## src/common/can_status_pkg.sv

```systemverilog
// counters wrap silently; thresholds follow the CAN fault confinement rules without the REC reload to 127
package can_status_pkg;

  localparam int err_count_w   = 8;
  localparam int frame_count_w = 16;

  localparam int passive_limit      = 127;
  localparam int warning_limit      = 96;
  localparam int recovery_sequences = 128;
  localparam int tx_error_step      = 8;
  localparam int recovery_count_w   = $clog2(recovery_sequences);

  typedef enum logic [1:0] {
    error_active  = 2'd0,
    error_passive = 2'd1,
    bus_off       = 2'd2
  } node_state_e;

  typedef logic [err_count_w-1:0]      err_count_t;
  typedef logic [frame_count_w-1:0]    frame_count_t;
  typedef logic [recovery_count_w-1:0] recovery_count_t;

  typedef struct packed {
    node_state_e  node_state;
    frame_count_t frames_sent;
    frame_count_t frames_received;
    frame_count_t errors_detected;
    err_count_t   tec;
    err_count_t   rec;
    logic         bus_off;
  } can_status_t;

  // bus-off wins over error passive
  function automatic node_state_e node_state_of(err_count_t tec, err_count_t rec, logic off);
    if (off) return bus_off;
    if (tec > passive_limit || rec > passive_limit) return error_passive;
    return error_active;
  endfunction

endpackage

```

## src/common/can_log_pkg.sv

```systemverilog
// records carry a snapshot of TEC/REC only; warn_is_tx has no meaning in monitor records
package can_log_pkg;

  import can_status_pkg::*;

  localparam int log_depth   = 16;
  localparam int log_index_w = $clog2(log_depth);

  typedef logic [log_index_w-1:0] log_index_t;

  typedef enum logic {
    src_monitor     = 1'b0,
    src_confinement = 1'b1
  } log_source_e;

  typedef struct packed {
    log_source_e source;
    node_state_e node_state;
    err_count_t  tec;
    err_count_t  rec;
    logic        warn_is_tx;
  } log_record_t;

  // overflow is sticky and rides along with every pop
  typedef struct packed {
    logic        valid;
    logic        overflow;
    log_record_t record;
  } log_pop_t;

endpackage

```

## src/fault_confinement/can_fault_confinement.sv

```systemverilog
// strobes must be single-cycle; error and ok strobes are ignored in bus-off, recessive_11 only counts there
`timescale 1ns/1ps
module can_fault_confinement
  import can_status_pkg::*, can_log_pkg::*;
(
  input  logic        clk,
  input  logic        rst_n,
  input  logic        tx_error,
  input  logic        rx_error,
  input  logic        tx_ok,
  input  logic        rx_ok,
  input  logic        recessive_11,
  output err_count_t  tec,
  output err_count_t  rec,
  output logic        bus_off,
  output logic        warn_req,
  output log_record_t warn_record
);

  // one spare bit to catch the step past 255
  logic [err_count_w:0] tec_sum;
  logic [err_count_w:0] rec_sum;
  err_count_t           tec_next;
  err_count_t           rec_next;
  logic                 enter_bus_off;
  recovery_count_t      recovery_count;
  logic                 recovery_done;
  logic                 tx_cross_q;
  logic                 rx_cross_q;
  logic                 rx_queued;

  always_comb begin
    tec_sum = {1'b0, tec};
    if (tx_error) tec_sum = tec_sum + (err_count_w+1)'(tx_error_step);
    if (tx_ok && tec_sum != '0) tec_sum = tec_sum - 1'b1;

    rec_sum = {1'b0, rec};
    if (rx_error) rec_sum = rec_sum + 1'b1;
    if (rx_ok && rec_sum != '0) rec_sum = rec_sum - 1'b1;

    enter_bus_off = tec_sum[err_count_w];
    tec_next = enter_bus_off ? '1 : tec_sum[err_count_w-1:0];
    rec_next = rec_sum[err_count_w] ? '1 : rec_sum[err_count_w-1:0];
  end

  assign recovery_done = bus_off && recessive_11 &&
                         recovery_count == recovery_count_t'(recovery_sequences - 1);

  always_ff @(posedge clk or negedge rst_n) begin
    if (!rst_n) begin
      tec            <= '0;
      rec            <= '0;
      bus_off        <= 1'b0;
      recovery_count <= '0;
    end else if (bus_off) begin
      if (recovery_done) begin
        tec            <= '0;
        rec            <= '0;
        bus_off        <= 1'b0;
        recovery_count <= '0;
      end else if (recessive_11) begin
        recovery_count <= recovery_count + 1'b1;
      end
    end else begin
      tec     <= tec_next;
      rec     <= rec_next;
      bus_off <= enter_bus_off;
    end
  end

  // upward crossings of the warning level, flagged with the new value
  always_ff @(posedge clk or negedge rst_n) begin
    if (!rst_n) begin
      tx_cross_q <= 1'b0;
      rx_cross_q <= 1'b0;
      rx_queued  <= 1'b0;
    end else begin
      tx_cross_q <= !bus_off && tec < warning_limit && tec_next >= warning_limit;
      rx_cross_q <= !bus_off && rec < warning_limit && rec_next >= warning_limit;
      // REC record goes out one cycle behind a simultaneous TEC record
      rx_queued  <= tx_cross_q && rx_cross_q;
    end
  end

  assign warn_req = tx_cross_q | rx_cross_q | rx_queued;

  always_comb begin
    warn_record.source     = src_confinement;
    warn_record.node_state = node_state_of(tec, rec, bus_off);
    warn_record.tec        = tec;
    warn_record.rec        = rec;
    warn_record.warn_is_tx = tx_cross_q;
  end

endmodule

```

## src/source/can_status_monitor.sv

```systemverilog
// tx_active/rx_active are levels sampled each cycle; any_error counts at most once per cycle
`timescale 1ns/1ps
module can_status_monitor
  import can_status_pkg::*, can_log_pkg::*;
(
  input  logic        clk,
  input  logic        rst_n,
  input  logic        tx_active,
  input  logic        rx_active,
  input  logic        any_error,
  input  err_count_t  tec,
  input  err_count_t  rec,
  input  logic        bus_off,
  output can_status_t status,
  output logic        state_req,
  output log_record_t state_record
);

  logic         tx_active_q;
  logic         rx_active_q;
  frame_count_t frames_sent;
  frame_count_t frames_received;
  frame_count_t errors_detected;
  node_state_e  node_state;
  node_state_e  state_prev;

  always_ff @(posedge clk or negedge rst_n) begin
    if (!rst_n) begin
      tx_active_q     <= 1'b0;
      rx_active_q     <= 1'b0;
      frames_sent     <= '0;
      frames_received <= '0;
      errors_detected <= '0;
      node_state      <= error_active;
      state_prev      <= error_active;
      state_req       <= 1'b0;
    end else begin
      tx_active_q <= tx_active;
      rx_active_q <= rx_active;

      // rising edges only
      if (tx_active && !tx_active_q) frames_sent <= frames_sent + 1'b1;
      if (rx_active && !rx_active_q) frames_received <= frames_received + 1'b1;
      if (any_error) errors_detected <= errors_detected + 1'b1;

      node_state <= node_state_of(tec, rec, bus_off);
      state_prev <= node_state;
      // strobe lands the cycle after the new state shows
      state_req  <= node_state != state_prev;
    end
  end

  always_comb begin
    status.node_state      = node_state;
    status.frames_sent     = frames_sent;
    status.frames_received = frames_received;
    status.errors_detected = errors_detected;
    status.tec             = tec;
    status.rec             = rec;
    status.bus_off         = bus_off;
  end

  always_comb begin
    state_record.source     = src_monitor;
    state_record.node_state = node_state;
    state_record.tec        = tec;
    state_record.rec        = rec;
    state_record.warn_is_tx = 1'b0;
  end

endmodule

```

## src/source/can_log_arbiter.sv

```systemverilog
// one strobe per input per slot drain; a strobe into a still-full slot replaces the held record
`timescale 1ns/1ps
module can_log_arbiter #(
  parameter type record_t = logic [7:0]
) (
  input  logic          clk,
  input  logic          rst_n,
  input  logic [1:0]    req,
  input  record_t [1:0] records,
  output logic          wr,
  output record_t       wr_record
);

  logic [1:0]    pending_valid;
  record_t [1:0] pending_record;
  // input that wins when both slots are full
  logic          priority_idx;
  logic          grant_idx;
  logic [1:0]    grant;

  always_comb begin
    if (pending_valid[0] && pending_valid[1]) begin
      grant_idx = priority_idx;
    end else begin
      grant_idx = pending_valid[1];
    end
    grant            = '0;
    grant[grant_idx] = |pending_valid;
  end

  assign wr        = |pending_valid;
  assign wr_record = pending_record[grant_idx];

  always_ff @(posedge clk or negedge rst_n) begin
    if (!rst_n) begin
      pending_valid <= '0;
      priority_idx  <= 1'b0;
    end else begin
      // a new strobe refills a slot in the cycle it drains
      pending_valid <= (pending_valid & ~grant) | req;
      // priority passes to the input not just served
      if (wr) priority_idx <= ~grant_idx;
    end
  end

  always_ff @(posedge clk) begin
    for (int i = 0; i < 2; i++) begin
      if (req[i]) pending_record[i] <= records[i];
    end
  end

endmodule

```

## src/source/can_event_log.sv

```systemverilog
// full log drops the incoming record even when a pop frees a slot in the same cycle
`timescale 1ns/1ps
module can_event_log
  import can_log_pkg::*;
(
  input  logic        clk,
  input  logic        rst_n,
  input  logic        wr,
  input  log_record_t wr_record,
  input  logic        pop,
  output log_pop_t    pop_result
);

  log_record_t                 mem [log_depth];
  log_index_t                  head;
  log_index_t                  tail;
  logic [$bits(log_index_t):0] fill_count;
  logic                        full;
  logic                        wr_ok;
  logic                        pop_ok;
  logic                        overflow;
  logic                        pop_valid;
  log_record_t                 pop_record;

  assign full   = fill_count == log_depth;
  assign wr_ok  = wr && !full;
  assign pop_ok = pop && fill_count != '0;

  always_ff @(posedge clk or negedge rst_n) begin
    if (!rst_n) begin
      head       <= '0;
      tail       <= '0;
      fill_count <= '0;
      overflow   <= 1'b0;
      pop_valid  <= 1'b0;
    end else begin
      // pointers wrap with the index width
      if (wr_ok) tail <= tail + 1'b1;
      if (pop_ok) head <= head + 1'b1;
      case ({wr_ok, pop_ok})
        2'b10:   fill_count <= fill_count + 1'b1;
        2'b01:   fill_count <= fill_count - 1'b1;
        default: ;
      endcase
      if (wr && full) overflow <= 1'b1;
      pop_valid <= pop_ok;
    end
  end

  always_ff @(posedge clk) begin
    if (wr_ok) mem[tail] <= wr_record;
    if (pop_ok) pop_record <= mem[head];
  end

  always_comb begin
    pop_result.valid    = pop_valid;
    pop_result.overflow = overflow;
    pop_result.record   = pop_record;
  end

endmodule

```

## src/source/can_status_top.sv

```systemverilog
// all inputs are per-cycle strobes or levels; the host sees the log only through the pop strobe
`timescale 1ns/1ps
module can_status_top
  import can_status_pkg::*, can_log_pkg::*;
(
  input  logic        clk,
  input  logic        rst_n,
  input  logic        tx_active,
  input  logic        rx_active,
  input  logic        tx_error,
  input  logic        rx_error,
  input  logic        tx_ok,
  input  logic        rx_ok,
  input  logic        recessive_11,
  input  logic        pop,
  output can_status_t status,
  output log_pop_t    pop_result
);

  err_count_t  tec;
  err_count_t  rec;
  logic        fc_bus_off;
  logic        warn_req;
  log_record_t warn_record;
  logic        state_req;
  log_record_t state_record;
  logic        any_error;
  logic        log_wr;
  log_record_t log_wr_record;

  assign any_error = tx_error | rx_error;

  can_fault_confinement u_fault_confinement (
    .clk         (clk),
    .rst_n       (rst_n),
    .tx_error    (tx_error),
    .rx_error    (rx_error),
    .tx_ok       (tx_ok),
    .rx_ok       (rx_ok),
    .recessive_11(recessive_11),
    .tec         (tec),
    .rec         (rec),
    .bus_off     (fc_bus_off),
    .warn_req    (warn_req),
    .warn_record (warn_record)
  );

  can_status_monitor u_monitor (
    .clk         (clk),
    .rst_n       (rst_n),
    .tx_active   (tx_active),
    .rx_active   (rx_active),
    .any_error   (any_error),
    .tec         (tec),
    .rec         (rec),
    .bus_off     (fc_bus_off),
    .status      (status),
    .state_req   (state_req),
    .state_record(state_record)
  );

  // input 0 is the monitor, input 1 the fault confinement unit
  can_log_arbiter #(
    .record_t(log_record_t)
  ) u_arbiter (
    .clk      (clk),
    .rst_n    (rst_n),
    .req      ({warn_req, state_req}),
    .records  ({warn_record, state_record}),
    .wr       (log_wr),
    .wr_record(log_wr_record)
  );

  can_event_log u_event_log (
    .clk       (clk),
    .rst_n     (rst_n),
    .wr        (log_wr),
    .wr_record (log_wr_record),
    .pop       (pop),
    .pop_result(pop_result)
  );

endmodule

```

## config.mk

```make
export PLATFORM = sky130hd
export DESIGN_NAME = can_status_top
export DESIGN_NICKNAME = d
export VERILOG_FILES = /design/src/common/can_status_pkg.sv /design/src/common/can_log_pkg.sv /design/src/fault_confinement/can_fault_confinement.sv /design/src/source/can_status_monitor.sv /design/src/source/can_log_arbiter.sv /design/src/source/can_event_log.sv /design/src/source/can_status_top.sv
export SDC_FILE = /design/constraint.sdc
export NUM_CORES = 1
export LEC_CHECK = 0
export ABC_AREA = 1
export BUFFER_PORTS_ARGS = -buffer_cell sky130_fd_sc_hd__buf_2
export CORE_ASPECT_RATIO = 2
export CORE_UTILIZATION = 40
export CTS_BUF_LIST = sky130_fd_sc_hd__clkbuf_16
export DETAILED_ROUTE_END_ITERATION = 10
export SLEW_MARGIN = 40
export SYNTH_ARGS = -nofsm -noshare
export SYNTH_HDL_FRONTEND = slang
export SYNTH_SLANG_ARGS = --single-unit
```

## constraint.sdc

```tcl
create_clock -name clk -period 2.65 [get_ports clk]
set_input_delay 0.3975 -clock clk [delete_from_list [all_inputs] [get_ports clk]]
set_output_delay 0.3975 -clock clk [all_outputs]
set_load 0.05 [all_outputs]
```

==> metrics <==
placed cell area ~21,000 um2; via count ~12,000; slack of the worst reg-to-reg path 220 ps; f_max between 400 and 500 MHz; DRC 0; CTS Root Cell clkbuf_16; Rows approximately 110; Post-Syn Nets around 1,600; Max Cap Viol 0; Seq/Total Area, Yosys 0.700; total core area about 48,000 um2; post-route antenna net violation count 0; slew margin rel. 0.461; fin nets about 1,700; Synth Register Bits 477; Clock Pin Slew Worst Setup and Hold Paths 70 ps; CP delay by family, top simple AND/OR/NAND/NOR gates; die area around 50,000 um2; Boundary Pins 99; Avg Vias per Cell approximately 5.2; CP arrival 2910 ps; TritonCTS Buffers 42; CP max-delay cell dfrtp_1; final setup vio count 0; Warnings, synthesis 0; Post-Layout Inst Area between 20,000 and 25,000 um2; Worst setup SP type register; Clock Path Buffers 3; ys flop type edfxtp_1; Worst Setup Path Type reg -> reg; Hold Crit Class in -> reg; pin count of the biggest net entering global routing 63; initial antenna violation count 0; max-slew violations 0; first-pass GRT wire length 72,200 um; fin crit share 0.918; Post-synth EDFFs approximately 380; Critical Path Sink Type register; Max IR drop VDD 0.818 mV; Die Y roughly 320 um; Worst Tran Pin Value around 810 ps; DP Wirelength a little over 30,000 um; worst-skew pair later-pin latency around 560 ps; cell mode on critical path nand2_1; gpl congestion about 0.85; # diodes 0; synthesis-to-layout area growth 14.9%; CP cell instances nor4_4 > nand2_1 > nand2_1 > buf_4 > ha_4 > inv_1 > fa_1 > nor2_1 > a211oi_1 > nand2_1 > nand2_1 > nor2_1 > xor2_1; clock network fraction of total power 0.222; WL final 46,200 um; Cell Int Power around 0.016 W; Switch Pwr roughly 0.011 W; crit path buf inv count 2; Post-synth ARST share 0.210; pwr dens ~1200 nW/um2; Comb power frac 0.363; register share of total power 0.415; Leakage about 8.8 nW; switch share 0.397; Initial Util 0.407; Critical Path Fanout Max 4; RSZ-0062 raised after global routing false; fin crit period 2430 ps; CTS Sinks ~480; global route overflow 0; IO Port Bufs a little under 100; Syn Area/Cell ~13 um2; Die W around 160 um; Overall Global Routing Usage 0.187; area of the mapped netlist approximately 20,000 um2; drt first-iter violations between 600 and 700; max incr delay on CP ~430 ps; first-pass detailed-route iteration total 6; Final Hold Vio Count 0; status completed; vias in the first global route between 10,000 and 15,000; layout cell share with drive strength beyond 1 0.150; Worst Path Required about 3100 ps; Setup Total Neg Slack 0 ps; CTS tree yes; Syn Inst Count between 1,500 and 2,000; Yosys cell types 43; clk_skew about 20 ps; routed length per placed instance between 15 and 20 um; H-tree depth 2
[cell usage in the layout, fill, tap and decap left out, drive strengths merged, types with 26 or more instances in the layout]
cell    Yosys  final
nand2     266    266
o221ai     59     59
nand3      64     64
xor2       34     34
xnor2      26     26
mux2i      59     59
clkbuf     57     43
edfxtp    377    377
dfrtp     100    100
inv        86     97
o21ai     111    111
nor2      193    193
buf        28    146
[Yosys cell counts, types with 10 or more instances]
master	number	area share
o221ai_1	59	0.026
o21ai_0	109	0.028
edfxtp_1	377	0.57
ha_1	19	0.012
nand2_2	10	0.0032
nand4_1	13	0.0041
dfrtp_1	100	0.13
inv_1	84	0.016
o211ai_1	16	0.0061
nand2_1	256	0.049
nor3_1	16	0.0041
xor2_1	34	0.015
nand3_1	63	0.016
clkbuf_1	57	0.011
mux2i_1	59	0.030
nor2_1	188	0.036
buf_4	21	0.0080
o32ai_1	14	0.0062
xnor2_1	26	0.012
[cell type report]
| class | count | area [um2] |
|---|---|---|
| multi-input combinational | 927 | 5280 |
| timing repair buffer | 149 | 1100 |
| fill | 4373 | 25800 |
| tap | 638 | 798 |
| inverter | 88 | 334 |
| clock buffer | 43 | 1080 |
| clock inverter | 33 | 268 |
| sequential | 477 | 13800 |
[cell families (layout without fill, tap and decap cells)]
kind of cell | Yosys count | count (layout) | share of synthesized area
simple gates | 561 | 561 | 0.117
flops | 477 | 477 | 0.700
compound gates | 225 | 225 | 0.0745
buf+inv | 173 | 313 | 0.0373
mux | 61 | 61 | 0.0311
xor+xnor | 60 | 60 | 0.0266
fa+ha+maj | 20 | 20 | 0.0131
[final timing paths]
| kind | endpoint | start | depth (start not counted) |
|---|---|---|---|
| setup / recovery | u_event_log.fill_count[4] | u_event_log.fill_count[3] | 13 |
| hold / removal | u_fault_confinement.recovery_count[1] | recessive_11 | 4 |
| setup reg to reg | u_event_log.fill_count[4] | u_event_log.fill_count[3] | 13 |
| hold reg to reg | u_fault_confinement.rx_queued | u_fault_confinement.rx_cross_q | 2 |
| max in group asynchronous | u_fault_confinement.tec[3] | rst_n | 3 |
| min in group asynchronous | u_monitor.frames_sent[15] | rst_n | 2 |
[registers in the layout (all words and copies together) (netlist names), 2 cells and up]
signal and cells:
u_event_log.pop_result 20, u_monitor.errors_detected 16, u_event_log.fill_count 5, u_monitor.state_prev 2, u_event_log.head 4, u_event_log.mem 320, u_monitor.frames_sent 16, u_arbiter.pending_valid 2
u_monitor.frames_received 16, u_event_log.tail 4, u_fault_confinement.recovery_count 7, u_monitor.node_state 2, u_arbiter.pending_record 37, u_fault_confinement.rec 8, u_fault_confinement.tec 8
[layer usage]
layer,vias to the layer above,global-route usage,part of all wire
met1,6097,0.196,0.36
met5,-,0,0
met4,0,0.0780,0.036
li1,5808,-,-
met3,85,0.0263,0.041
met2,327,0.366,0.56
[worst register-to-register path, stage by stage, from the launching register on]
cell	delay, ps
dfrtp_1	430
nor4_4	330
nand2_1	80
nand2_1	180
buf_4	160
ha_4	150
inv_1	80
fa_1	390
nor2_1	110
a211oi_1	60
nand2_1	70
nand2_1	40
nor2_1	120
xor2_1	150
[power groups by stage]
stage / sequential [W] / combinational, W / clock, W
after global placement: 0.0114 / 0.00977 / 0
after global routing: 0.0114 / 0.0108 / 0.00642
final: 0.0113 / 0.00985 / 0.00603
after floorplan: 0.0121 / 0.00593 / 0
after detailed placement: 0.0114 / 0.00994 / 0
after CTS: 0.0113 / 0.00998 / 0.00618
[stage by stage]
step                worst slack, ps  std cells  hold slack (ps)   util  total power (W)
floorplan                     0.739       1577              102      -           0.0180
global placement                102       2275              437  0.439           0.0211
detailed placement              161       2276              438  0.439           0.0214
CTS                             133       2355              194  0.468           0.0274
global route                   14.4       2355              267  0.468           0.0286
finish                          217       2355              223  0.468           0.0271
[repair_timing]
item	4_1_cts	5_1_grt
endpoints found under the setup margin	0	3
hold endpoints to repair	40	0
hold buffers	3	0
gates resized for setup	0	2
setup buffers	0	0
Power figures use the tool's default switching activity.
